File: src/hdl/ioCfg.svh
`ifndef IO_CFG_SVH
`define IO_CFG_SVH

// Width of addresses and data words on the command bus
`define IO_DATA_WIDTH 16

// First address of the I/O window
`define IO_BASE_ADDR 384

// Timers occupy offsets 0 to IO_TIMER_COUNT-1
`define IO_TIMER_COUNT 4

// Ports follow the timers, one word each
`define IO_PORT_COUNT 4

// Every timer and every port owns one response slot
`define IO_SOURCE_COUNT (`IO_TIMER_COUNT + `IO_PORT_COUNT)

`endif

File: src/hdl/ioPkg.sv
`include "ioCfg.svh"

package ioPkg;

    // Decoded from the minor opcode, store has priority
    typedef enum logic [1:0] {
        ioKindNone  = 2'd0,
        ioKindLoad  = 2'd1,
        ioKindStore = 2'd2
    } ioKindE;

    // Command as it arrives from the core
    typedef struct packed {
        logic [3:0]                minorOpcode;
        logic [`IO_DATA_WIDTH-1:0] address;
        logic [`IO_DATA_WIDTH-1:0] data;
        logic [3:0]                destReg;
    } ioCommandT;

    // Broadcast from the router to every device
    typedef struct packed {
        ioKindE                    kind;
        logic [3:0]                localIndex;
        logic [`IO_DATA_WIDTH-1:0] data;
        logic [3:0]                destReg;
    } ioDeviceCmdT;

    typedef struct packed {
        logic [3:0]                destReg;
        logic [`IO_DATA_WIDTH-1:0] data;
    } ioWritebackT;

endpackage

File: src/hdl/portController.sv
`timescale 1ns/1ps
`include "ioCfg.svh"

module portController
    import ioPkg::*;
(
    input  logic                      sys_clk,
    input  logic                      rstN,
    input  ioDeviceCmdT               deviceCmd,
    input  logic                      cmdValid,
    output logic                      cmdReady,
    input  logic [`IO_DATA_WIDTH-1:0] pinsIn,
    output logic [`IO_DATA_WIDTH-1:0] pinsOut,
    output ioWritebackT               response,
    output logic                      responseValid,
    input  logic                      grant
);

    logic [`IO_DATA_WIDTH-1:0] syncStage1;
    logic [`IO_DATA_WIDTH-1:0] syncStage2;
    logic                      take;
    logic                      takeStore;
    logic                      takeLoad;

    // A full slot blocks both kinds of command
    assign cmdReady  = !responseValid;
    assign take      = cmdValid && cmdReady;
    assign takeStore = take && (deviceCmd.kind == ioKindStore);
    assign takeLoad  = take && (deviceCmd.kind == ioKindLoad);

    // Pins are asynchronous to sys_clk
    always_ff @(posedge sys_clk) begin
        syncStage1 <= pinsIn;
        syncStage2 <= syncStage1;
    end

    always_ff @(posedge sys_clk) begin
        if (!rstN) begin
            pinsOut       <= '0;
            responseValid <= 1'b0;
        end else begin
            if (takeStore) begin
                pinsOut <= deviceCmd.data;
            end
            if (takeLoad) begin
                responseValid <= 1'b1;
            end else if (grant) begin
                responseValid <= 1'b0;
            end
        end
    end

    // Load returns the synchronized pin value
    always_ff @(posedge sys_clk) begin
        if (takeLoad) begin
            response.destReg <= deviceCmd.destReg;
            response.data    <= syncStage2;
        end
    end

endmodule

File: config.mk
export PLATFORM = sky130hd
export DESIGN_NAME = portController
export DESIGN_NICKNAME = d
export VERILOG_FILES = /design/src/hdl/ioPkg.sv /design/src/hdl/portController.sv
export VERILOG_INCLUDE_DIRS = /design/src /design/src/hdl
export SDC_FILE = /design/constraint.sdc
export NUM_CORES = 1
export LEC_CHECK = 0
export BUFFER_PORTS_ARGS = -buffer_cell sky130_fd_sc_hd__clkbuf_2
export CAP_MARGIN = 20
export CELL_PAD_IN_SITES_DETAIL_PLACEMENT = 1
export CELL_PAD_IN_SITES_GLOBAL_PLACEMENT = 1
export CORE_MARGIN = 4
export CORE_UTILIZATION = 38
export CTS_CLUSTER_SIZE = 14
export DETAILED_ROUTE_END_ITERATION = 12
export GPL_ROUTABILITY_DRIVEN = 0
export GPL_TIMING_DRIVEN = 0
export HOLD_SLACK_MARGIN = 0.1
export PLACE_DENSITY_LB_ADDON = 0.1
export SLEW_MARGIN = 20
export SYNTH_ARGS = -nofsm -noshare
export SYNTH_HDL_FRONTEND = slang
export SYNTH_SLANG_ARGS = --single-unit
export TNS_END_PERCENT = 10
File: constraint.sdc
create_clock -name sys_clk -period 2.01 [get_ports sys_clk]
set_input_delay 0.402 -clock sys_clk [delete_from_list [all_inputs] [get_ports sys_clk]]
set_output_delay 0.402 -clock sys_clk [all_outputs]
set_load 0.02 [all_outputs]
### Yosys cells after proc, flatten, opt, wreduce, memory -nomap -nowiden

Cells that the tools add are included.
Widths: inputs -> output; s select.

* memories kept: 0
* output and inout bits: 38
* RAM bits: 0
* bits of input ports: 46
* latch bits: 0
* ROM bits: 0
* word-level logic and storage cells: 15
* register bits: 69

* reduce and logical (&&, ||, !) cells: 5
* bitwise operators: 0
* mux-type cells: 2
* multiply operators: 0
* eq/ne operators: 2
* shift-type cells: 0
* $lt $le $gt $ge: 0
* divide/modulo/power cells: 0
* add/subtract/negate cells: 0

Operator list (number)
* $logic_and 1x1->1: 3
* $eq 2x1->1 const B: 1
* $eq 2x2->1 const B: 1
* $mux 1: 2
* $reduce_bool 2->1: 1
* $logic_not 1->1: 1

### Depth between registers and ports, before layout

* word-level depth: 4
* gate-level depth with buffers: 4
* gate-level depth less buffers: 2

### Worst setup path before layout

OpenSTA, ideal clock, no wires.

* path type: input to register
* start point: in deviceCmd[25] (netlist bit)
* end point: reg response[0] (netlist bit) (enable)
* path buffers: 0
* data required time: 1.631 ns
* arrival time: 1.104 ns
* cell stages on the path: 1
* path slack: 0.527 ns
* setup time: 0.379 ns
* cell sequence: and4bb_1

* cells in the longest elaborated chain, start to end: 2

RTL lines
* start, declared: line portController.sv:9 `input ioDeviceCmdT deviceCmd,`
* $eq 2x1->1: line portController.sv:29 `assign takeLoad = take && (deviceCmd.kind == ioKindLoad);`
* $logic_and 1x1->1: line portController.sv:29
* end, declared: line portController.sv:14 `output ioWritebackT response,`

No other way between the ends.
A chain may end at the register's enable or synchronous reset.

### Worst setup path in the final report

* start point: reg responseValid
* end point: reg response[10] (netlist bit) (enable)

* cells in the longest elaborated chain, start to end: 3

RTL lines
* start, declared: line portController.sv:15 `output logic responseValid,`
* start signal, assigned: line portController.sv:40 `responseValid <= 1'b0;`
* start signal, assigned: line portController.sv:46 `responseValid <= 1'b1;`
* start signal, assigned: line portController.sv:48 `responseValid <= 1'b0;`
* $logic_not 1->1: line portController.sv:26 `assign cmdReady = !responseValid;`
* $logic_and 1x1->1: line portController.sv:27 `assign take = cmdValid && cmdReady;`
* $logic_and 1x1->1: line portController.sv:29
* via takeLoad: line portController.sv:23 `logic takeLoad;`

The timed path passes the listed nets, and every way through them passes these cells.

==> impl_metrics.env <==
export IMPL_slew_viol_final=0
export IMPL_power_switching_mw=0.5842
export IMPL_critPathCaptureType="flop"
export IMPL_synthCells=128
export IMPL_io_pins=84
export IMPL_synth_simple_gate_area_share_pct=7.875
export IMPL_syn_to_final_growth_pct=34.25
export IMPL_worst_pin_slew_ns=0.9215
export IMPL_synth_compound_area_share_pct=0.3841
export IMPL_status="finished clean"
export IMPL_finalCritPeriodShare_pct=80.08
export IMPL_worstPathArrival_ns=1.56
export IMPL_setup_worst_path_start_class="flop"
export IMPL_clock_sinks=69
export IMPL_layout_setup_ws_ns=0.4003
export IMPL_first_pass_iters=4
export IMPL_ctsHoldBuffers=0
export IMPL_synth_nets=174
export IMPL_pre_cts_slack_ns=0.1955
export IMPL_crit_type="flop to flop"
export IMPL_grt_pass1_wl_um=6403
export IMPL_dieArea_um2=6354
export IMPL_skew_ns=0.003459
export IMPL_grt_max_degree=22
export IMPL_finalCriticalPeriod_ns=1.610
export IMPL_synth_seq_cells=69
export IMPL_power_internal_mw=2.168
export IMPL_numPortBuffers=78
export IMPL_yosysSeqAreaShare_pct=80.92
export IMPL_synth_mux_area_share_pct=8.195
export IMPL_num_antenna_cells=0
export IMPL_routedWlPerCell_um=13.93
export IMPL_comb_power_share_pct=5.7
export IMPL_crit_fanout=21
export IMPL_antenna_found_initial=0
export IMPL_p_seq_share_pct=55.0
export IMPL_cp_slowest_stage_delay_ns=0.88
export IMPL_ctsRootBufferMaster="clkbuf_8"
export IMPL_numCtsBuffers=9
export IMPL_vias=1264
export IMPL_clkTransAtPathRegs_ns=0.07
export IMPL_start_util_pct=40.31
export IMPL_power_share_switching_pct=21.23
export IMPL_postRouteAntennaNets=0
export IMPL_post_cts_buffers=0
export IMPL_setup_violations_final=0
export IMPL_pwr_share_clk_pct=39.2
export IMPL_drc=0
export IMPL_path_buf_inv=0
export IMPL_fp_row_count=25
export IMPL_rsz0062_at_grt="false"
export IMPL_cts_max_path_buffers=2
export IMPL_clkLatencyLatePin_ns=0.33
export IMPL_slew_limit_headroom_pct=38.57
export IMPL_die_h_um=79.72
export IMPL_synth_top_family_by_area="multiplexers"
export IMPL_drt_iter0_drc=40
export IMPL_p_leak_nw=1.149
export IMPL_dp_hpwl_um=3069
export IMPL_grt_usage_pct=13.97
export IMPL_cp_cell_sequence="and4bb_1"
export IMPL_grt_pass1_vias=1332
export IMPL_hold_path_class="input port to flop"
export IMPL_routed_wl_um=4026
export IMPL_ys_warn_count=0
export IMPL_critPathTopFamily="simple AND/OR/NAND/NOR gates"
export IMPL_htree_levels=3
export IMPL_syn_avg_cell_area_um2=15.27
export IMPL_cts_tree="built"
export IMPL_clock_fmax_mhz=621.2
export IMPL_setup_tns_ns=0
export IMPL_required_ns=1.96
export IMPL_netlist_area_um2=1954
export IMPL_nets=263
export IMPL_ir_drop_mv=0.6129
export IMPL_synthAdderAreaFrac_pct=0
export IMPL_ctsResizeCount=0
export IMPL_synth_xor_area_share_pct=0
export IMPL_core_um2=4848
export IMPL_power_density_nw_per_um2=1049
export IMPL_hold_violations=0
export IMPL_dieWidth_um=79.72
export IMPL_drv_cap=0
export IMPL_viasPerCell=4.374
export IMPL_drive_gt1_share_pct=43.24
export IMPL_synth_cell_type_count=12
export IMPL_cpMaxStageDelayCell="and4bb_1"
export IMPL_grt_overflow_total=0
per-stage QoR:
stage | power [mW] | utilization (%) | std cells | hold slack (ns) | instance area (µm²)
after global routing | 2.872 | 54.12 | 289 | 0.1469 | 2624
after global placement | 1.695 | 50.09 | 273 | 0.3101 | 2429
final | 2.752 | 54.12 | 289 | 0.1710 | 2624
after floorplan | 1.623 | - | 128 | 0.3096 | 1954
after CTS | 2.792 | 54.12 | 289 | 0.1529 | 2624
after detailed placement | 1.707 | 50.09 | 273 | 0.3138 | 2429
placed cells by master (no fill, tap or decap):
cell / instances
nand2_1: 32
clkbuf_1: 5
nor2b_2: 1
buf_12: 1
bufinv_16: 1
dfxtp_1: 49
and4bb_1: 2
clkbuf_8: 10
clkbuf_2: 78
mux2i_1: 16
o21a_1: 1
edfxtp_1: 20
clkinvlp_4: 2
buf_6: 1
clkinv_2: 1
inv_1: 1
buf_2: 1
flip-flops by register name, indices dropped and copies added (netlist names):
signal / flops
response: 20
pinsOut: 16
syncStage1: 16
syncStage2: 16
responseValid: 1
cells by family after synthesis:
family	count (synthesis)
buffers and inverters	7
DFF	69
AOI/OAI and AO/OA	1
muxes	16
and+or+nand+nor	35
area by class of cell:
cell class | count | area [µm²]
Buffer | 6 | 47.55
Tap cell | 67 | 83.83
Inverter | 1 | 3.754
Clock buffer | 12 | 145.1
Fill cell | 526 | 2225
Timing Repair Buffer | 78 | 390.4
Multi-Input combinational cell | 52 | 321.6
Clock inverter | 4 | 50.05
Sequential cell | 69 | 1582
synthesized netlist by cell type, drive strengths merged:
| cell | number | area (µm²) |
|---|---|---|
| dfxtp | 49 | 980.9 |
| mux2i | 16 | 160.2 |
| o21a | 1 | 7.510 |
| nand2 | 32 | 120.1 |
| clkbuf | 3 | 11.26 |
| buf | 3 | 36.28 |
| inv | 1 | 3.750 |
| and4bb | 2 | 25.02 |
| edfxtp | 20 | 600.6 |
| nor2b | 1 | 8.760 |
path summary, 6_finish.rpt:
check	end	startpoint	slack [ns]	depth (start not counted)
worst max-delay path	response[10]$_DFFE_PP_	responseValid$_SDFFE_PN0P_	0.40	1
worst min-delay path	syncStage1[14]$_DFF_P_	pinsIn[14]	0.17	1
worst max register to register	response[10]$_DFFE_PP_	responseValid$_SDFFE_PN0P_	0.40	1
worst min register to register	syncStage2[1]$_DFF_P_	syncStage1[1]$_DFF_P_	0.33	0
power by group through the flow:
| stage | Sequential (mW) | Clock (mW) | Combinational, mW |
|---|---|---|---|
| after floorplan | 1.58 | 0 | 0.0463 |
| after CTS | 1.52 | 1.12 | 0.162 |
| after global routing | 1.52 | 1.18 | 0.174 |
| after detailed placement | 1.55 | 0 | 0.161 |
| final | 1.51 | 1.08 | 0.158 |
| after global placement | 1.54 | 0 | 0.155 |
per-layer routing:
| layer | share of wire, % | vias to the layer above | global-route usage [%] |
|---|---|---|---|
| li1 | - | 604 | - |
| met1 | 38 | 599 | 13.53 |
| met2 | 52 | 52 | 24.37 |
| met3 | 8.1 | 9 | 5.418 |
| met4 | 2.3 | 0 | 9.278 |
| met5 | 0 | - | 0 |
No activity file was read; power rests on OpenSTA's default activity.
