==> config.mk <==
export PLATFORM = sky130hd
export DESIGN_NAME = ioTimers
export DESIGN_NICKNAME = d
export VERILOG_FILES = /design/src/hdl/ioPkg.sv /design/src/hdl/ioTimers.sv
export VERILOG_INCLUDE_DIRS = /design/src /design/src/hdl
export SDC_FILE = /design/constraint.sdc
export NUM_CORES = 1
export LEC_CHECK = 0
export BUFFER_PORTS_ARGS = -buffer_cell sky130_fd_sc_hd__buf_2
export CAP_MARGIN = 25
export CORE_ASPECT_RATIO = 1.75
export CORE_MARGIN = 8
export CORE_UTILIZATION = 35
export DETAILED_ROUTE_END_ITERATION = 7
export SETUP_SLACK_MARGIN = 0.5
export SLEW_MARGIN = 15
export SYNTH_ARGS = -nofsm -noshare
export SYNTH_HDL_FRONTEND = slang
export SYNTH_SLANG_ARGS = --single-unit
export TNS_END_PERCENT = 10
==> constraint.sdc <==
create_clock -name sys_clk -period 5 [get_ports sys_clk]
set_clock_uncertainty 0.2 [all_clocks]
set_input_delay 0.25 -clock sys_clk [delete_from_list [all_inputs] [get_ports sys_clk]]
set_output_delay 0.25 -clock sys_clk [all_outputs]
set_load 0.005 [all_outputs]
==> src/hdl/ioCfg.svh <==
`ifndef IO_CFG_SVH
`define IO_CFG_SVH

// Width of addresses and data words on the command bus
`define IO_DATA_WIDTH 16

// First address of the I/O window
`define IO_BASE_ADDR 384

// Timers occupy offsets 0 to IO_TIMER_COUNT-1
`define IO_TIMER_COUNT 4

// Ports follow the timers, one word each
`define IO_PORT_COUNT 4

// Every timer and every port owns one response slot
`define IO_SOURCE_COUNT (`IO_TIMER_COUNT + `IO_PORT_COUNT)

`endif

==> src/hdl/ioPkg.sv <==
`include "ioCfg.svh"

package ioPkg;

    // Decoded from the minor opcode, store has priority
    typedef enum logic [1:0] {
        ioKindNone  = 2'd0,
        ioKindLoad  = 2'd1,
        ioKindStore = 2'd2
    } ioKindE;

    // Command as it arrives from the core
    typedef struct packed {
        logic [3:0]                minorOpcode;
        logic [`IO_DATA_WIDTH-1:0] address;
        logic [`IO_DATA_WIDTH-1:0] data;
        logic [3:0]                destReg;
    } ioCommandT;

    // Broadcast from the router to every device
    typedef struct packed {
        ioKindE                    kind;
        logic [3:0]                localIndex;
        logic [`IO_DATA_WIDTH-1:0] data;
        logic [3:0]                destReg;
    } ioDeviceCmdT;

    typedef struct packed {
        logic [3:0]                destReg;
        logic [`IO_DATA_WIDTH-1:0] data;
    } ioWritebackT;

endpackage

==> src/hdl/ioTimers.sv <==
`timescale 1ns/1ps
`include "ioCfg.svh"

module ioTimers
    import ioPkg::*;
(
    input  logic                              sys_clk,
    input  logic                              rstN,
    input  ioDeviceCmdT                       deviceCmd,
    input  logic [`IO_TIMER_COUNT-1:0]        timerValid,
    output logic [`IO_TIMER_COUNT-1:0]        timerReady,
    output ioWritebackT [`IO_TIMER_COUNT-1:0] response,
    output logic [`IO_TIMER_COUNT-1:0]        responseValid,
    input  logic [`IO_TIMER_COUNT-1:0]        grant
);

    logic [`IO_TIMER_COUNT-1:0][`IO_DATA_WIDTH-1:0] reload;
    logic [`IO_TIMER_COUNT-1:0][`IO_DATA_WIDTH-1:0] count;
    logic [`IO_TIMER_COUNT-1:0][3:0]                timerDest;
    logic [`IO_TIMER_COUNT-1:0]                     active;
    logic [`IO_TIMER_COUNT-1:0]                     expired;
    logic [`IO_TIMER_COUNT-1:0]                     fire;
    logic [`IO_TIMER_COUNT-1:0]                     takeStore;
    logic [`IO_TIMER_COUNT-1:0]                     takeLoad;

    always_comb begin
        for (int i = 0; i < `IO_TIMER_COUNT; i++) begin
            expired[i]    = active[i] && (count[i] == '0);
            // Expiry waits at zero while the slot is still occupied
            fire[i]       = expired[i] && (!responseValid[i] || grant[i]);
            // Expiry owns the slot in its cycle, so no command is taken then
            timerReady[i] = !responseValid[i] && !expired[i];
            takeStore[i]  = timerValid[i] && timerReady[i] && (deviceCmd.kind == ioKindStore);
            takeLoad[i]   = timerValid[i] && timerReady[i] && (deviceCmd.kind == ioKindLoad);
        end
    end

    always_ff @(posedge sys_clk) begin
        if (!rstN) begin
            active        <= '0;
            responseValid <= '0;
            reload        <= '0;
        end else begin
            for (int i = 0; i < `IO_TIMER_COUNT; i++) begin
                if (takeStore[i]) begin
                    active[i] <= 1'b1;
                    reload[i] <= deviceCmd.data;
                end else if (fire[i]) begin
                    active[i] <= 1'b0;
                end
                if (grant[i]) begin
                    responseValid[i] <= 1'b0;
                end
                if (fire[i] || takeLoad[i]) begin
                    responseValid[i] <= 1'b1;
                end
            end
        end
    end

    always_ff @(posedge sys_clk) begin
        for (int i = 0; i < `IO_TIMER_COUNT; i++) begin
            if (takeStore[i]) begin
                count[i]     <= deviceCmd.data;
                timerDest[i] <= deviceCmd.destReg;
            end else if (active[i] && !expired[i]) begin
                count[i] <= count[i] - 1'b1;
            end
            // Both responses carry the reload value
            if (fire[i]) begin
                response[i] <= '{destReg: timerDest[i], data: reload[i]};
            end else if (takeLoad[i]) begin
                response[i] <= '{destReg: deviceCmd.destReg, data: reload[i]};
            end
        end
    end

endmodule

Word-level counts from Yosys, hierarchy flattened
Index checks and enable logic that the tools add are counted. Widths: inputs -> output; s select.

Register bits after elaboration: 232. Bits of input ports: 36. Output and inout bits: 88. Word-level logic and storage cells: 130.

$add $sub $neg: 4. Equal/unequal tests: 2. Multiplexer cells: 32. Reduce and logical (&&, ||, !) cells: 64.

Operators by type and width (count): $mux 20 (8); $mux 16 (8); $logic_not 16->1 (4); $sub 16x1->16 const B (4); $reduce_bool 2->1 (16); $logic_and 1x1->1 (28); $mux 1 (16); $logic_not 1->1 (8); $logic_or 1x1->1 (8); $eq 2x1->1 const B (1); $eq 2x2->1 const B (1).

Longest topological paths before layout
Word-level depth: 8. Mapped depth: 9. Mapped depth without buffers: 8.

Least setup slack after synthesis
OpenSTA, ideal clock, no wires.

Path type: register to register. From: register count[34] (netlist bit). To: register response[40] (netlist bit), enable pin. Library setup time: 0.425 ns. Data arrival time: 3.081 ns. Required time: 4.375 ns. Setup slack: 1.294 ns. Stages on the path, launching flop included: 5. Period minus slack after synthesis: 3.706 ns. Path through: edfxtp_1 -> or4_4 -> nor4_1 -> a21oi_1 -> o21ai_0.

Longest elaborated chain between the ends: 7. Elaborated cells on any way between the ends: 8. Those cells by class: reduce/logical (8).

Ends and longest elaborated chain: start: declaration (RTL line ioTimers.sv:18) `` logic [`IO_TIMER_COUNT-1:0][`IO_DATA_WIDTH-1:0] count; ``; start signal: indexed assignment (RTL line ioTimers.sv:64) `count[i] <= deviceCmd.data;`; start signal: indexed assignment (RTL line ioTimers.sv:67) `count[i] <= count[i] - 1'b1;`; $logic_not 16->1 (*) (RTL line ioTimers.sv:28) `expired[i] = active[i] && (count[i] == '0);`; $logic_and 1x1->1 (*) (RTL line ioTimers.sv:28); $logic_not 1->1 (RTL line ioTimers.sv:32) `timerReady[i] = !responseValid[i] && !expired[i];`; $logic_and 1x1->1 (RTL line ioTimers.sv:32); $logic_and 1x1->1 (2 in series) (RTL line ioTimers.sv:34) `takeLoad[i] = timerValid[i] && timerReady[i] && (deviceCmd.kind == ioKindLoad);`; $reduce_bool 2->1 (no source line) (*); end signal: indexed assignment (RTL line ioTimers.sv:71) `response[i] <= '{destReg: timerDest[i], data: reload[i]};`; end signal: indexed assignment (RTL line ioTimers.sv:73) `response[i] <= '{destReg: deviceCmd.destReg, data: reload[i]};`; end: declaration (RTL line ioTimers.sv:12) `` output ioWritebackT [`IO_TIMER_COUNT-1:0] response, ``.

Mark *: on every way between the ends. The rest lies on a longest branch, timed or not. A chain may end at the register's enable or synchronous reset.

Worst setup path after layout
From: register count[50] (netlist bit). To: register response[74] (netlist bit), enable pin.

The elaborated chain is that of the path after synthesis.

==> flow_metrics.env <==
export IMPL_syn_area_mm2=0.00966
export IMPL_min_to="response[1]"
export IMPL_gp_congestion=0.781
export IMPL_ff_latch_area_mm2=0.00625
export IMPL_drtIter0Drc=342
export IMPL_die_w_um=142
export IMPL_drc=0
export IMPL_cpPeakStageDelay_ns=0.73
export IMPL_crit_arrival_ns=3.06
export IMPL_vdd_drop_max_v=0.000170
export IMPL_p_leak_uw=0.00398
export IMPL_multiInputGateArea_mm2=0.00320
export IMPL_cts_tree="built"
export IMPL_startpoint_type="flop"
export IMPL_ys_warnings_count=0
export IMPL_fin_nets=972
export IMPL_hold_path_class="input port to flop"
export IMPL_fin_ws_ns=1.87
export IMPL_antenna_found_initial=0
export IMPL_r2r_start="count[50]"
export IMPL_vias=6218
export IMPL_synth_main_ff_cell="edfxtp_1"
export IMPL_cts_root_buf="clkbuf_16"
export IMPL_start_util_pct=35.5
export IMPL_hold_viol=0
export IMPL_grt_setup_unrepaired="false"
export IMPL_switching_share_pct=22.7
export IMPL_power_internal_uw=3100
export IMPL_fmax_mhz=319
export IMPL_hold_path_depth=3
export IMPL_cp_buffers_inverters=0
export IMPL_synth_seq_area_share_pct=64.7
export IMPL_cap_viol_max_count=0
export IMPL_grt_pass1_vias=6303
export IMPL_fillCellCount=2600
export IMPL_first_pass_iters=4
export IMPL_drive_gt1_share_pct=25.8
export IMPL_worst_r2r_path_depth=4
export IMPL_ys_ff_latch=232
export IMPL_dieArea_mm2=0.0334
export IMPL_dp_slack_ns=1.56
export IMPL_async_flop_share_pct=0
export IMPL_cp_cell_sequence="nor4_2 > nand4_1 > nor2_1 > a21o_1"
export IMPL_wl_um=23000
export IMPL_clkTransAtPathRegs_ns=0.07
export IMPL_syn_nets=825
export IMPL_final_area_mm2=0.0116
export IMPL_grt_max_degree=75
export IMPL_cts_buffers=20
export IMPL_power_frac_comb_pct=7.1
export IMPL_placed_cell_area_mm2=0.0106
export IMPL_worstReg2RegEnd="response[74]"
export IMPL_ant_nets=0
export IMPL_cts_buffer_depth=3
export IMPL_wl_per_cell_um=17.6
export IMPL_crit_fanout=20
export IMPL_io_pins=124
export IMPL_core_area_mm2=0.0272
export IMPL_switching_power_uw=912
export IMPL_p_clk_share_pct=38.2
export IMPL_port_buffers=119
export IMPL_cp_slowest_cell="a21o_1"
export IMPL_setup_viol_count_final=0
export IMPL_setup_tns_ns=0
export IMPL_syn_instance_count=781
export IMPL_clkLatencyLatePin_ns=0.51
export IMPL_rows=80
export IMPL_critical_path_class="flop to flop"
export IMPL_fin_crit_ns=3.13
export IMPL_required_ns=4.92
export IMPL_slew_violations=0
export IMPL_tightest_slew_ns=0.896
export IMPL_cts_setup_buffers=0
export IMPL_grt_pass1_wl_um=35800
export IMPL_place_hpwl_um=16400
export IMPL_status="completed"
export IMPL_end_kind="flop"
export IMPL_die_h_um=236
export IMPL_synth_cell_type_count=52
export IMPL_min_from="grant[0]"
export IMPL_crit_family="simple AND/OR/NAND/NOR gates"
export IMPL_syn_area_per_cell_um2=12.4
export IMPL_seq_power_share_pct=54.7
export IMPL_p_per_area_mw_per_mm2=347
export IMPL_syn_to_final_growth_pct=19.8
export IMPL_r2r_slack_ns=1.87
export IMPL_power_uw=4010
export IMPL_grt_overflow=0
export IMPL_period_share_pct=62.7
export IMPL_slew_headroom_pct=40.3
export IMPL_antennaDiodeCount=0
export IMPL_grt_usage_pct=13.9
export IMPL_clock_sinks=232
export IMPL_htreeDepth=1
export IMPL_synth_edf_count=160
export IMPL_vias_per_cell=4.75
cells in the final DEF, fill, tap and decap left out, types with 22 or more instances in the layout:
cell           synthesis  routed
dfxtp_1               72      72
nand2_2               22      22
buf_2                  8     119
a21boi_0              34      34
xnor2_1               35      35
edfxtp_1             160     160
nand2_1              122     122
nor2_1                50      50
o21ai_1               22      22
dlygate4sd3_1          0      25
area by class of cell:
class	count	area share, %
Tap cell	369	3.99
Clock inverter	12	0.919
Sequential cell	232	54.0
Timing Repair Buffer	157	8.35
Clock buffer	23	4.69
Inverter	14	0.454
Multi-Input combinational cell	503	27.6
power by group through the flow:
stage | combinational (µW) | clock (µW) | sequential, µW
after floorplan | 165 | 0 | 2230
after global placement | 268 | 0 | 2230
after detailed placement | 272 | 0 | 2240
after CTS | 290 | 1570 | 2190
after global routing | 320 | 1630 | 2200
final | 286 | 1530 | 2190
sequential cells by signal (all words and copies together), names as in the netlist:
name	cells
response	80
count	64
reload	64
timerDest	16
active	4
responseValid	4
synthesized netlist by cell type (3+ instances only):
cell / n / share of area, %
a21boi_0: 34 / 2.6
mux2_2: 8 / 0.93
o31a_1: 3 / 0.27
or4_4: 5 / 0.58
nor3_1: 11 / 0.57
nand3_1: 6 / 0.31
mux2_1: 8 / 0.93
nor2_1: 50 / 1.9
o21ai_1: 22 / 1.1
buf_2: 8 / 0.41
nand2_2: 22 / 1.4
o21ai_2: 15 / 1.4
or3_1: 5 / 0.32
dfxtp_1: 72 / 15
nor4_2: 4 / 0.52
xor2_1: 17 / 1.5
a21boi_2: 12 / 1.4
buf_6: 5 / 0.58
nand2b_1: 5 / 0.32
ha_1: 8 / 1.0
nor3b_1: 5 / 0.39
xnor2_1: 35 / 3.2
a21boi_1: 19 / 1.5
nor2b_1: 7 / 0.45
nor4_1: 10 / 0.65
a31oi_1: 5 / 0.32
inv_1: 11 / 0.43
clkbuf_1: 18 / 0.70
o21ai_0: 20 / 1.0
nand4_1: 5 / 0.32
edfxtp_1: 160 / 50
nand2_1: 122 / 4.7
a21oi_1: 13 / 0.67
inv_2: 3 / 0.12
or4_1: 6 / 0.47
kinds of logic after synthesis:
group	Yosys count	share of synthesized area, %
AO/OA/AOI/OAI	149	10.9
XOR/XNOR	52	4.72
adder cells (fa/ha/maj)	8	1.04
buffers and inverters	46	2.32
flip-flops	232	64.7
multiplexers	16	1.87
AND/OR/NAND/NOR	278	14.5
worst max path at each step:
stage | from | to | slack (ns) | cells past startpoint
2_1_floorplan | count[34] | response[40] | 1.29 | 4
4_1_cts | count[34] | response[50] | 1.55 | 4
3_3_place_gp | count[11] | response[6] | 1.65 | 5
3_5_place_dp | count[34] | response[42] | 1.56 | 4
6_report | count[50] | response[74] | 1.87 | 4
5_1_grt | count[50] | response[74] | 1.60 | 4
worst reg2reg max path, delay by kind of cell (launching register included):
family / cells / cell delay, ns
simple gates: 3 / 1.35
flops: 1 / 0.45
compound gates: 1 / 0.73
per-stage QoR:
| step | std cells | hold slack (ns) | utilization (%) |
|---|---|---|---|
| 3_3_place_gp | 1246 | 0.212 | 39.0 |
| 5_1_grt | 1310 | 0.0172 | 42.5 |
| 4_1_cts | 1307 | 0.000860 | 42.4 |
| 3_5_place_dp | 1247 | 0.216 | 39.1 |
| 2_1_floorplan | 781 | 0.149 | - |
| 6_report | 1310 | 0.0269 | 42.5 |
layer usage:
| layer | GRT usage, % | share of wire (%) | wire [µm] |
|---|---|---|---|
| met5 | 0 | 0 | 0 |
| met3 | 2.46 | 6.1 | 1400 |
| met2 | 24.9 | 51 | 11800 |
| met1 | 15.8 | 39 | 9070 |
| met4 | 5.43 | 3.4 | 774 |
timing repair:
item	CTS	global route
hold buffers	25	0
gates resized for setup	0	0
endpoints found under the hold margin	88	0
Power figures use the tool's default switching activity.
