`src/hdl/ioCfg.svh`:
```
`ifndef IO_CFG_SVH
`define IO_CFG_SVH

// Width of addresses and data words on the command bus
`define IO_DATA_WIDTH 16

// First address of the I/O window
`define IO_BASE_ADDR 384

// Timers occupy offsets 0 to IO_TIMER_COUNT-1
`define IO_TIMER_COUNT 4

// Ports follow the timers, one word each
`define IO_PORT_COUNT 4

// Every timer and every port owns one response slot
`define IO_SOURCE_COUNT (`IO_TIMER_COUNT + `IO_PORT_COUNT)

`endif

```
`src/hdl/ioPkg.sv`:
```
`include "ioCfg.svh"

package ioPkg;

    // Decoded from the minor opcode, store has priority
    typedef enum logic [1:0] {
        ioKindNone  = 2'd0,
        ioKindLoad  = 2'd1,
        ioKindStore = 2'd2
    } ioKindE;

    // Command as it arrives from the core
    typedef struct packed {
        logic [3:0]                minorOpcode;
        logic [`IO_DATA_WIDTH-1:0] address;
        logic [`IO_DATA_WIDTH-1:0] data;
        logic [3:0]                destReg;
    } ioCommandT;

    // Broadcast from the router to every device
    typedef struct packed {
        ioKindE                    kind;
        logic [3:0]                localIndex;
        logic [`IO_DATA_WIDTH-1:0] data;
        logic [3:0]                destReg;
    } ioDeviceCmdT;

    typedef struct packed {
        logic [3:0]                destReg;
        logic [`IO_DATA_WIDTH-1:0] data;
    } ioWritebackT;

endpackage

```
`src/hdl/commandRouter.sv`:
```
`timescale 1ns/1ps
`include "ioCfg.svh"

module commandRouter
    import ioPkg::*;
(
    input  logic                       sys_clk,
    input  logic                       rstN,
    input  logic                       commandAck,
    input  ioCommandT                  command,
    output logic                       commandReq,
    output ioDeviceCmdT                deviceCmd,
    output logic [`IO_TIMER_COUNT-1:0] timerValid,
    output logic [`IO_PORT_COUNT-1:0]  portValid,
    input  logic [`IO_TIMER_COUNT-1:0] timerReady,
    input  logic [`IO_PORT_COUNT-1:0]  portReady
);

    localparam logic [`IO_DATA_WIDTH-1:0] BaseAddr   = `IO_BASE_ADDR;
    localparam logic [`IO_DATA_WIDTH-1:0] TimerLimit = `IO_TIMER_COUNT;
    localparam logic [`IO_DATA_WIDTH-1:0] PortLimit  = `IO_SOURCE_COUNT;

    ioCommandT                 held;
    logic                      heldFull;
    logic                      reqArmed;
    logic [`IO_DATA_WIDTH-1:0] offset;
    logic [`IO_DATA_WIDTH-1:0] portOffset;
    logic                      timerHit;
    logic                      portHit;
    ioKindE                    kind;
    logic                      targetLive;
    logic                      taken;
    logic                      dropHeld;
    logic                      drain;
    logic                      accept;

    always_comb begin
        if (held.minorOpcode[2]) begin
            kind = ioKindStore;
        end else if (held.minorOpcode[3]) begin
            kind = ioKindLoad;
        end else begin
            kind = ioKindNone;
        end
    end

    // Offsets below the base wrap to large values and miss both ranges
    assign offset     = held.address - BaseAddr;
    assign portOffset = offset - TimerLimit;
    assign timerHit   = offset < TimerLimit;
    assign portHit    = !timerHit && (offset < PortLimit);

    assign deviceCmd.kind       = kind;
    assign deviceCmd.localIndex = timerHit ? offset[3:0] : portOffset[3:0];
    assign deviceCmd.data       = held.data;
    assign deviceCmd.destReg    = held.destReg;

    assign targetLive = heldFull && (kind != ioKindNone);

    // Only the addressed device sees valid
    always_comb begin
        taken = 1'b0;
        for (int i = 0; i < `IO_TIMER_COUNT; i++) begin
            timerValid[i] = targetLive && timerHit && (deviceCmd.localIndex == i);
            taken = taken | (timerValid[i] & timerReady[i]);
        end
        for (int i = 0; i < `IO_PORT_COUNT; i++) begin
            portValid[i] = targetLive && portHit && (deviceCmd.localIndex == i);
            taken = taken | (portValid[i] & portReady[i]);
        end
    end

    assign dropHeld   = heldFull && ((kind == ioKindNone) || !(timerHit || portHit));
    assign drain      = taken || dropHeld;
    assign commandReq = reqArmed && (!heldFull || drain);
    assign accept     = commandAck && commandReq;

    always_ff @(posedge sys_clk) begin
        if (!rstN) begin
            heldFull <= 1'b0;
            reqArmed <= 1'b0;
        end else begin
            reqArmed <= 1'b1;
            if (accept) begin
                heldFull <= 1'b1;
            end else if (drain) begin
                heldFull <= 1'b0;
            end
        end
    end

    always_ff @(posedge sys_clk) begin
        if (accept) begin
            held <= command;
        end
    end

endmodule

```
`config.mk`:
```
export PLATFORM = sky130hd
export DESIGN_NAME = commandRouter
export DESIGN_NICKNAME = d
export VERILOG_FILES = /design/src/hdl/ioPkg.sv /design/src/hdl/commandRouter.sv
export VERILOG_INCLUDE_DIRS = /design/src /design/src/hdl
export SDC_FILE = /design/constraint.sdc
export NUM_CORES = 1
export LEC_CHECK = 0
export BUFFER_PORTS_ARGS = -buffer_cell sky130_fd_sc_hd__buf_4
export CAP_MARGIN = 20
export CORE_MARGIN = 2
export CORE_UTILIZATION = 30
export CTS_CLUSTER_SIZE = 10
export DETAILED_ROUTE_END_ITERATION = 10
export HOLD_SLACK_MARGIN = 0.06
export PLACE_DENSITY = 0.66
export SETUP_SLACK_MARGIN = 0.4
export SLEW_MARGIN = 20
export SYNTH_ARGS = -nofsm -noshare
export SYNTH_HDL_FRONTEND = slang
export SYNTH_SLANG_ARGS = --single-unit
```
`constraint.sdc`:
```
create_clock -name sys_clk -period 3.71 [get_ports sys_clk]
set_clock_uncertainty 0.2 [all_clocks]
set_input_delay 0.371 -clock sys_clk [delete_from_list [all_inputs] [get_ports sys_clk]]
set_output_delay 0.371 -clock sys_clk [all_outputs]
set_load 0.01 [all_outputs]
```
# Yosys cells after proc, flatten, opt, wreduce, memory -nomap -nowiden
# Cells that the tools add are included.
[classes]
add_sub_neg = 2
order_cmp = 2
eq_ne = 3
n_mux = 6
bitwise_logic = 15
reduce_logical = 26
[ops]
columns = ["cell", "n"]
rows = [
  ["16-bit by 3-bit less-than comparator with 1-bit output, second input constant", 1],
  ["16-bit by 4-bit less-than comparator with 1-bit output, second input constant", 1],
  ["16-bit by 9-bit subtractor with 16-bit output, second input constant", 1],
  ["1-bit logical AND", 15],
  ["1-bit bitwise AND", 8],
  ["4-bit by 2-bit equality test with 1-bit output, second input constant", 2],
  ["1-bit bitwise OR", 7],
  ["4-bit by 1-bit equality test with 1-bit output, second input constant", 1],
  ["4-bit logical NOT", 1],
  ["1-bit logical OR", 4],
  ["1-bit 2-to-1 mux", 4],
  ["4-bit 2-to-1 mux", 1],
  ["2-bit nonzero test", 2],
  ["4-bit by 3-bit subtractor with 4-bit output, second input constant", 1],
  ["1-bit logical NOT", 3],
  ["2-bit logical NOT", 1],
  ["2-bit 2-to-1 mux", 1],
]
[word_totals]
regBits = 42
input_bits = 51
out_inout_bits = 35
word_cells = 60

# Depth between registers and ports, before layout
[depth]
word_depth = 19
depth_mapped = 7
ltp_nobuf = 7

# Worst setup path before layout
# OpenSTA, ideal clock, no wires.
[synth_path]
path_kind = "flip-flop to flip-flop"
start = "reg held[27] in the netlist's numbering"
end = "reg held (netlist bit deviceCmd[0]), enable pin"
setup_time_ns = 0.438
t_arrival_ns = 3.220
t_required_ns = 3.072
setup_slack_ns = -0.147
path_stages_with_launch = 7
n_path_buf = 0
period_less_slack_ns = 3.857
path_cell_list = "edfxtp_1 -> ha_1 -> nor4b_4 -> nand2_1 -> nor4_1 -> nor4_2 -> nor2b_1"
[synth_between]
elab_chain_len = 17
word_cells_on_any_way = 43
classes_between = "add/sub (1); order compare (2); eq/ne (3); mux (1); bitwise (15); reduce/logical (21)"
[synth_rtl]
columns = ["item", "line_no", "source"]
rows = [
  ["from (decl)", "commandRouter.sv:23", "ioCommandT held;"],
  ["from (signal assigned)", "commandRouter.sv:94", "held <= command;"],
  ["16-bit by 9-bit subtractor with 16-bit output (*)", "commandRouter.sv:48", "assign offset = held.address - BaseAddr;"],
  ["16-bit by 3-bit less-than comparator with 1-bit output", "commandRouter.sv:50", "assign timerHit = offset < TimerLimit;"],
  ["4-bit 2-to-1 mux", "commandRouter.sv:54", "assign deviceCmd.localIndex = timerHit ? offset[3:0] : portOffset[3:0];"],
  ["4-bit by 1-bit equality test with 1-bit output or 4-bit logical NOT (tied branches)", "commandRouter.sv:64, commandRouter.sv:68", ""],
  ["1-bit logical AND", "commandRouter.sv:64", "timerValid[i] = targetLive && timerHit && (deviceCmd.localIndex == i);"],
  ["1-bit bitwise AND", "commandRouter.sv:65", "taken = taken | (timerValid[i] & timerReady[i]);"],
  ["1-bit bitwise OR (3 in series)", "commandRouter.sv:65", ""],
  ["1-bit bitwise OR (4 in series)", "commandRouter.sv:69", "taken = taken | (portValid[i] & portReady[i]);"],
  ["1-bit logical OR (*)", "commandRouter.sv:74", "assign drain = taken || dropHeld;"],
  ["1-bit logical OR (*)", "commandRouter.sv:75", "assign commandReq = reqArmed && (!heldFull || drain);"],
  ["1-bit logical AND (*)", "commandRouter.sv:75", ""],
  ["1-bit logical AND (*)", "commandRouter.sv:76", "assign accept = commandAck && commandReq;"],
  ["net accept", "commandRouter.sv:35", "logic accept;"],
]
# Mark *: on every way through the listed nets, which the timed path passes. The rest lies on a longest branch.
# A chain may end at the register's enable or synchronous reset.

# Final worst setup path
[layout_path]
start = "reg held[23] in the netlist's numbering"
end = "out commandReq"
[layout_between]
elab_chain_len = 16
word_cells_on_any_way = 43
classes_between = "add/sub (2); order compare (2); eq/ne (3); mux (1); bitwise (15); reduce/logical (20)"
[layout_rtl]
columns = ["item", "line_no", "source"]
rows = [
  ["16-bit by 9-bit subtractor with 16-bit output (*)", "commandRouter.sv:48", ""],
  ["16-bit by 3-bit less-than comparator with 1-bit output or 4-bit by 3-bit subtractor with 4-bit output (tied branches)", "commandRouter.sv:50, commandRouter.sv:49", ""],
  ["4-bit 2-to-1 mux", "commandRouter.sv:54", ""],
  ["4-bit by 1-bit equality test with 1-bit output or 4-bit logical NOT (tied branches)", "commandRouter.sv:64, commandRouter.sv:68", ""],
  ["1-bit logical AND", "commandRouter.sv:64", ""],
  ["1-bit bitwise AND", "commandRouter.sv:65", ""],
  ["1-bit bitwise OR (3 in series)", "commandRouter.sv:65", ""],
  ["1-bit bitwise OR (4 in series)", "commandRouter.sv:69", ""],
  ["1-bit logical OR (*)", "commandRouter.sv:74", ""],
  ["1-bit logical OR (*)", "commandRouter.sv:75", ""],
  ["1-bit logical AND (*)", "commandRouter.sv:75", ""],
  ["to (decl)", "commandRouter.sv:11", "output logic commandReq,"],
]
# Every way passes the cells marked *; elsewhere a longest branch is shown, timed or not.

==> results.yml <==
clock_tree:
  cts.sinks: 40
  cts_inserted_buffers: 5
  clockBufferDepth: 2
  clkSlewWorstSetupHoldPaths_ps: 80
  htreeDepth: 2
  post_cts_buffers: 0
  clk_latency_ps: 280
  cts_tree: "done"
  root_buffer: "clkbuf_8"
  cts_resized: 0
critical_path:
  crit_slowest_cell: "nor4_2"
  crit_fanout: 8
  max_stage_delay_ps: 380
  reg2reg_setup_slack_ps: 820
  r2r-start: "held[23]"
  reg2reg_to: "held[22]"
  endpoint_kind: "primary output"
  worst_setup_path_start_kind: "flip-flop"
  crit_type: "flip-flop to primary output"
  crit_family: "simple AND/OR/NAND/NOR gates"
  crit_buf_inv: 2
  required_ps: 3140
  ff2ff_path_depth: 8
  crit_chain: "clkinv_1 -> ha_1 -> and4b_1 -> and4_4 -> a221o_1 -> nor4_2 -> nor2b_1 -> buf_4"
  crit_arrival_ps: 2570
sta:
  setup_tns_ps: 0
  fmax_mhz: 318.6
  finalSetupViolCount: 0
  rsz0062_at_grt: "false"
  fin_ws_ps: 571.1
  fin_crit_ps: 3139
  worst_slew_pin_slew_ps: 504.5
  max-slew-margin-rel: 0.6609
  hold_slack_ps: 251.8
  slew_violations: 0
  final_hold_viol_count: 0
  min_period_over_period: 0.8461
global_route:
  grt_util_all_layers: 0.1193
  grt_pass1_wl_um: 6072
  grt_max_degree: 39
  grt_overflow: 0
  antenna_found_initial: 0
  grt_pass1_vias: 1370
floorplanning:
  ios: 86
  core_sq_um: 5921
  die_y_um: 82.09
  initial_core_util: 0.3090
  core.rowCount: 28
  die_w_um: 82.09
  dieArea_sq_um: 6738
power_and_ir_drop:
  clock_power_share: 0.425
  seqPwrFrac: 0.462
  p_per_area_nw_per_um2: 387.3
  comb_power_share: 0.113
  switchingPower_w: 0.0002013
  p_sw_frac: 0.1767
  intPower_w: 0.0009380
  power.total_w: 0.001139
  p_leak_nw: 1.190
  ir_drop_mv: 0.3721
route:
  drt.antenna.violating_nets: 0
  avgRoutedWirePerCell_um: 12.41
  first_pass_iters: 6
  first_iter_violations: 76
  drc: 0
  routed_via_density: 4.320
  num_vias: 1335
  totalWireLength_um: 3834
hold_path:
  hp-class: "input port to flip-flop"
  whs_endpoint: "heldFull"
  min_path_cells: 3
  hold_path_startpoint: "commandAck"
logic_synthesis:
  synth.avg_cell_area_sq_um: 14.29
  synth_seq_area_share: 0.6457
  syn-num-nets: 181
  synth_cell_types: 43
  synthCells: 128
  ys.flop_type: "edfxtp_1"
  async_flop_share: 0
  synth-edff-count: 38
  syn-cell-area_sq_um: 1829
  synth.yosys.warnings: 0
  synth-seq-cells: 40
placement:
  dp_hpwl_um: 2647
  portBuffers: 83
  post-place-ws_ps: 608.6
  gp_congestion: 0.7745
job:
  drv_cap: 0
cells_and_area:
  drive_above_1_share: 0.4274
  final_common_cell: "buf_4"
  syn2layout_area_growth_pct: 60.81
  nets: 286
  fin_util: 0.4968
  n_antenna_cell: 0
  layout_common_cells: "buf_4 (83), dlygate4sd3_1 (39), edfxtp_1 (38)"
status:
  outcome: "finished clean"
[Yosys cell counts (2+ instances only)]
cell type	n	area share
nor2b_1	5	0.017
nor2_1	8	0.016
ha_1	2	0.014
nand3_1	4	0.011
o21ai_0	2	0.0055
a21oi_1	2	0.0055
nand2_1	4	0.0082
nand2b_1	2	0.0068
o21a_1	2	0.0082
buf_4	23	0.094
edfxtp_1	38	0.62
o2111ai_1	2	0.0096
dfxtp_1	2	0.022
inv_1	2	0.0041
nand4b_1	2	0.0096
[metal layers]
metal,share of wire,global-route usage
met4,0.0065,0.03500
met1,0.40,0.1293
met2,0.52,0.2154
met5,0,0
met3,0.082,0.04505
[cells by family (layout without fill, tap and decap cells)]
logic type                 count (synthesis)  in the layout  synth area share
DFF                                       40             40            0.6457
adders and majority gates                  2              2           0.01368
buffers and inverters                     28            134            0.1094
muxes                                      1              1          0.005472
and+or+nand+nor                           41             41            0.1566
xor gates and xnor gates                   1              1          0.004789
AOI/OAI and AO/OA                         15             15           0.06429
[stage by stage]
stage,cells,area (sq um)
2_1_floorplan,128,1832
3_3_place_gp,261,2365
3_5_place_dp,261,2365
4_1_cts,308,2914
5_1_grt,309,2942
6_report,309,2942
[worst max path at each step]
stage,start,end,cells past startpoint
6_report,held[23],commandReq,8
5_1_grt,held[23],commandReq,8
4_1_cts,held[23],commandReq,8
3_5_place_dp,held[27],deviceCmd[17],6
3_3_place_gp,held[27],deviceCmd[9],6
2_1_floorplan,held[27],deviceCmd[0],6
[cell type report]
type | instances | area (sq um)
Clock buffer | 5 | 68.82
Clock inverter | 3 | 90.09
Fill cell | 530 | 2979
Inverter | 3 | 11.26
Multi-Input combinational cell | 60 | 455.4
Sequential cell | 40 | 1181
Tap cell | 75 | 93.84
Timing Repair Buffer | 123 | 1041
[worst register-to-register path, delay by kind of cell (launching register included)]
kind / cells / cell delay [ps]
simple gates: 4 / 960
compound gates: 1 / 350
flops: 1 / 330
fa+ha+maj: 1 / 370
buf+inv: 2 / 420
[state kept, by name, indices dropped and copies added, names as in the netlist]
| name | cells |
|---|---|
| deviceCmd | 20 |
| held | 18 |
| heldFull | 1 |
| reqArmed | 1 |
[power groups by stage]
stage               clock network [W]  logic [W]  registers [W]
CTS                          0.000497   0.000125       0.000527
detailed placement                  0  0.0000923       0.000537
floorplan                           0  0.0000456       0.000533
global route                 0.000513   0.000140       0.000529
global placement                    0  0.0000904       0.000537
finish                       0.000485   0.000129       0.000526
[what timing repair did]
action                                  4_1_cts  5_1_grt
hold endpoints to repair                     39        0
hold buffers                                 39        0
endpoints found under the setup margin        0        0
Note: power is estimated with default switching activity, not from simulation.
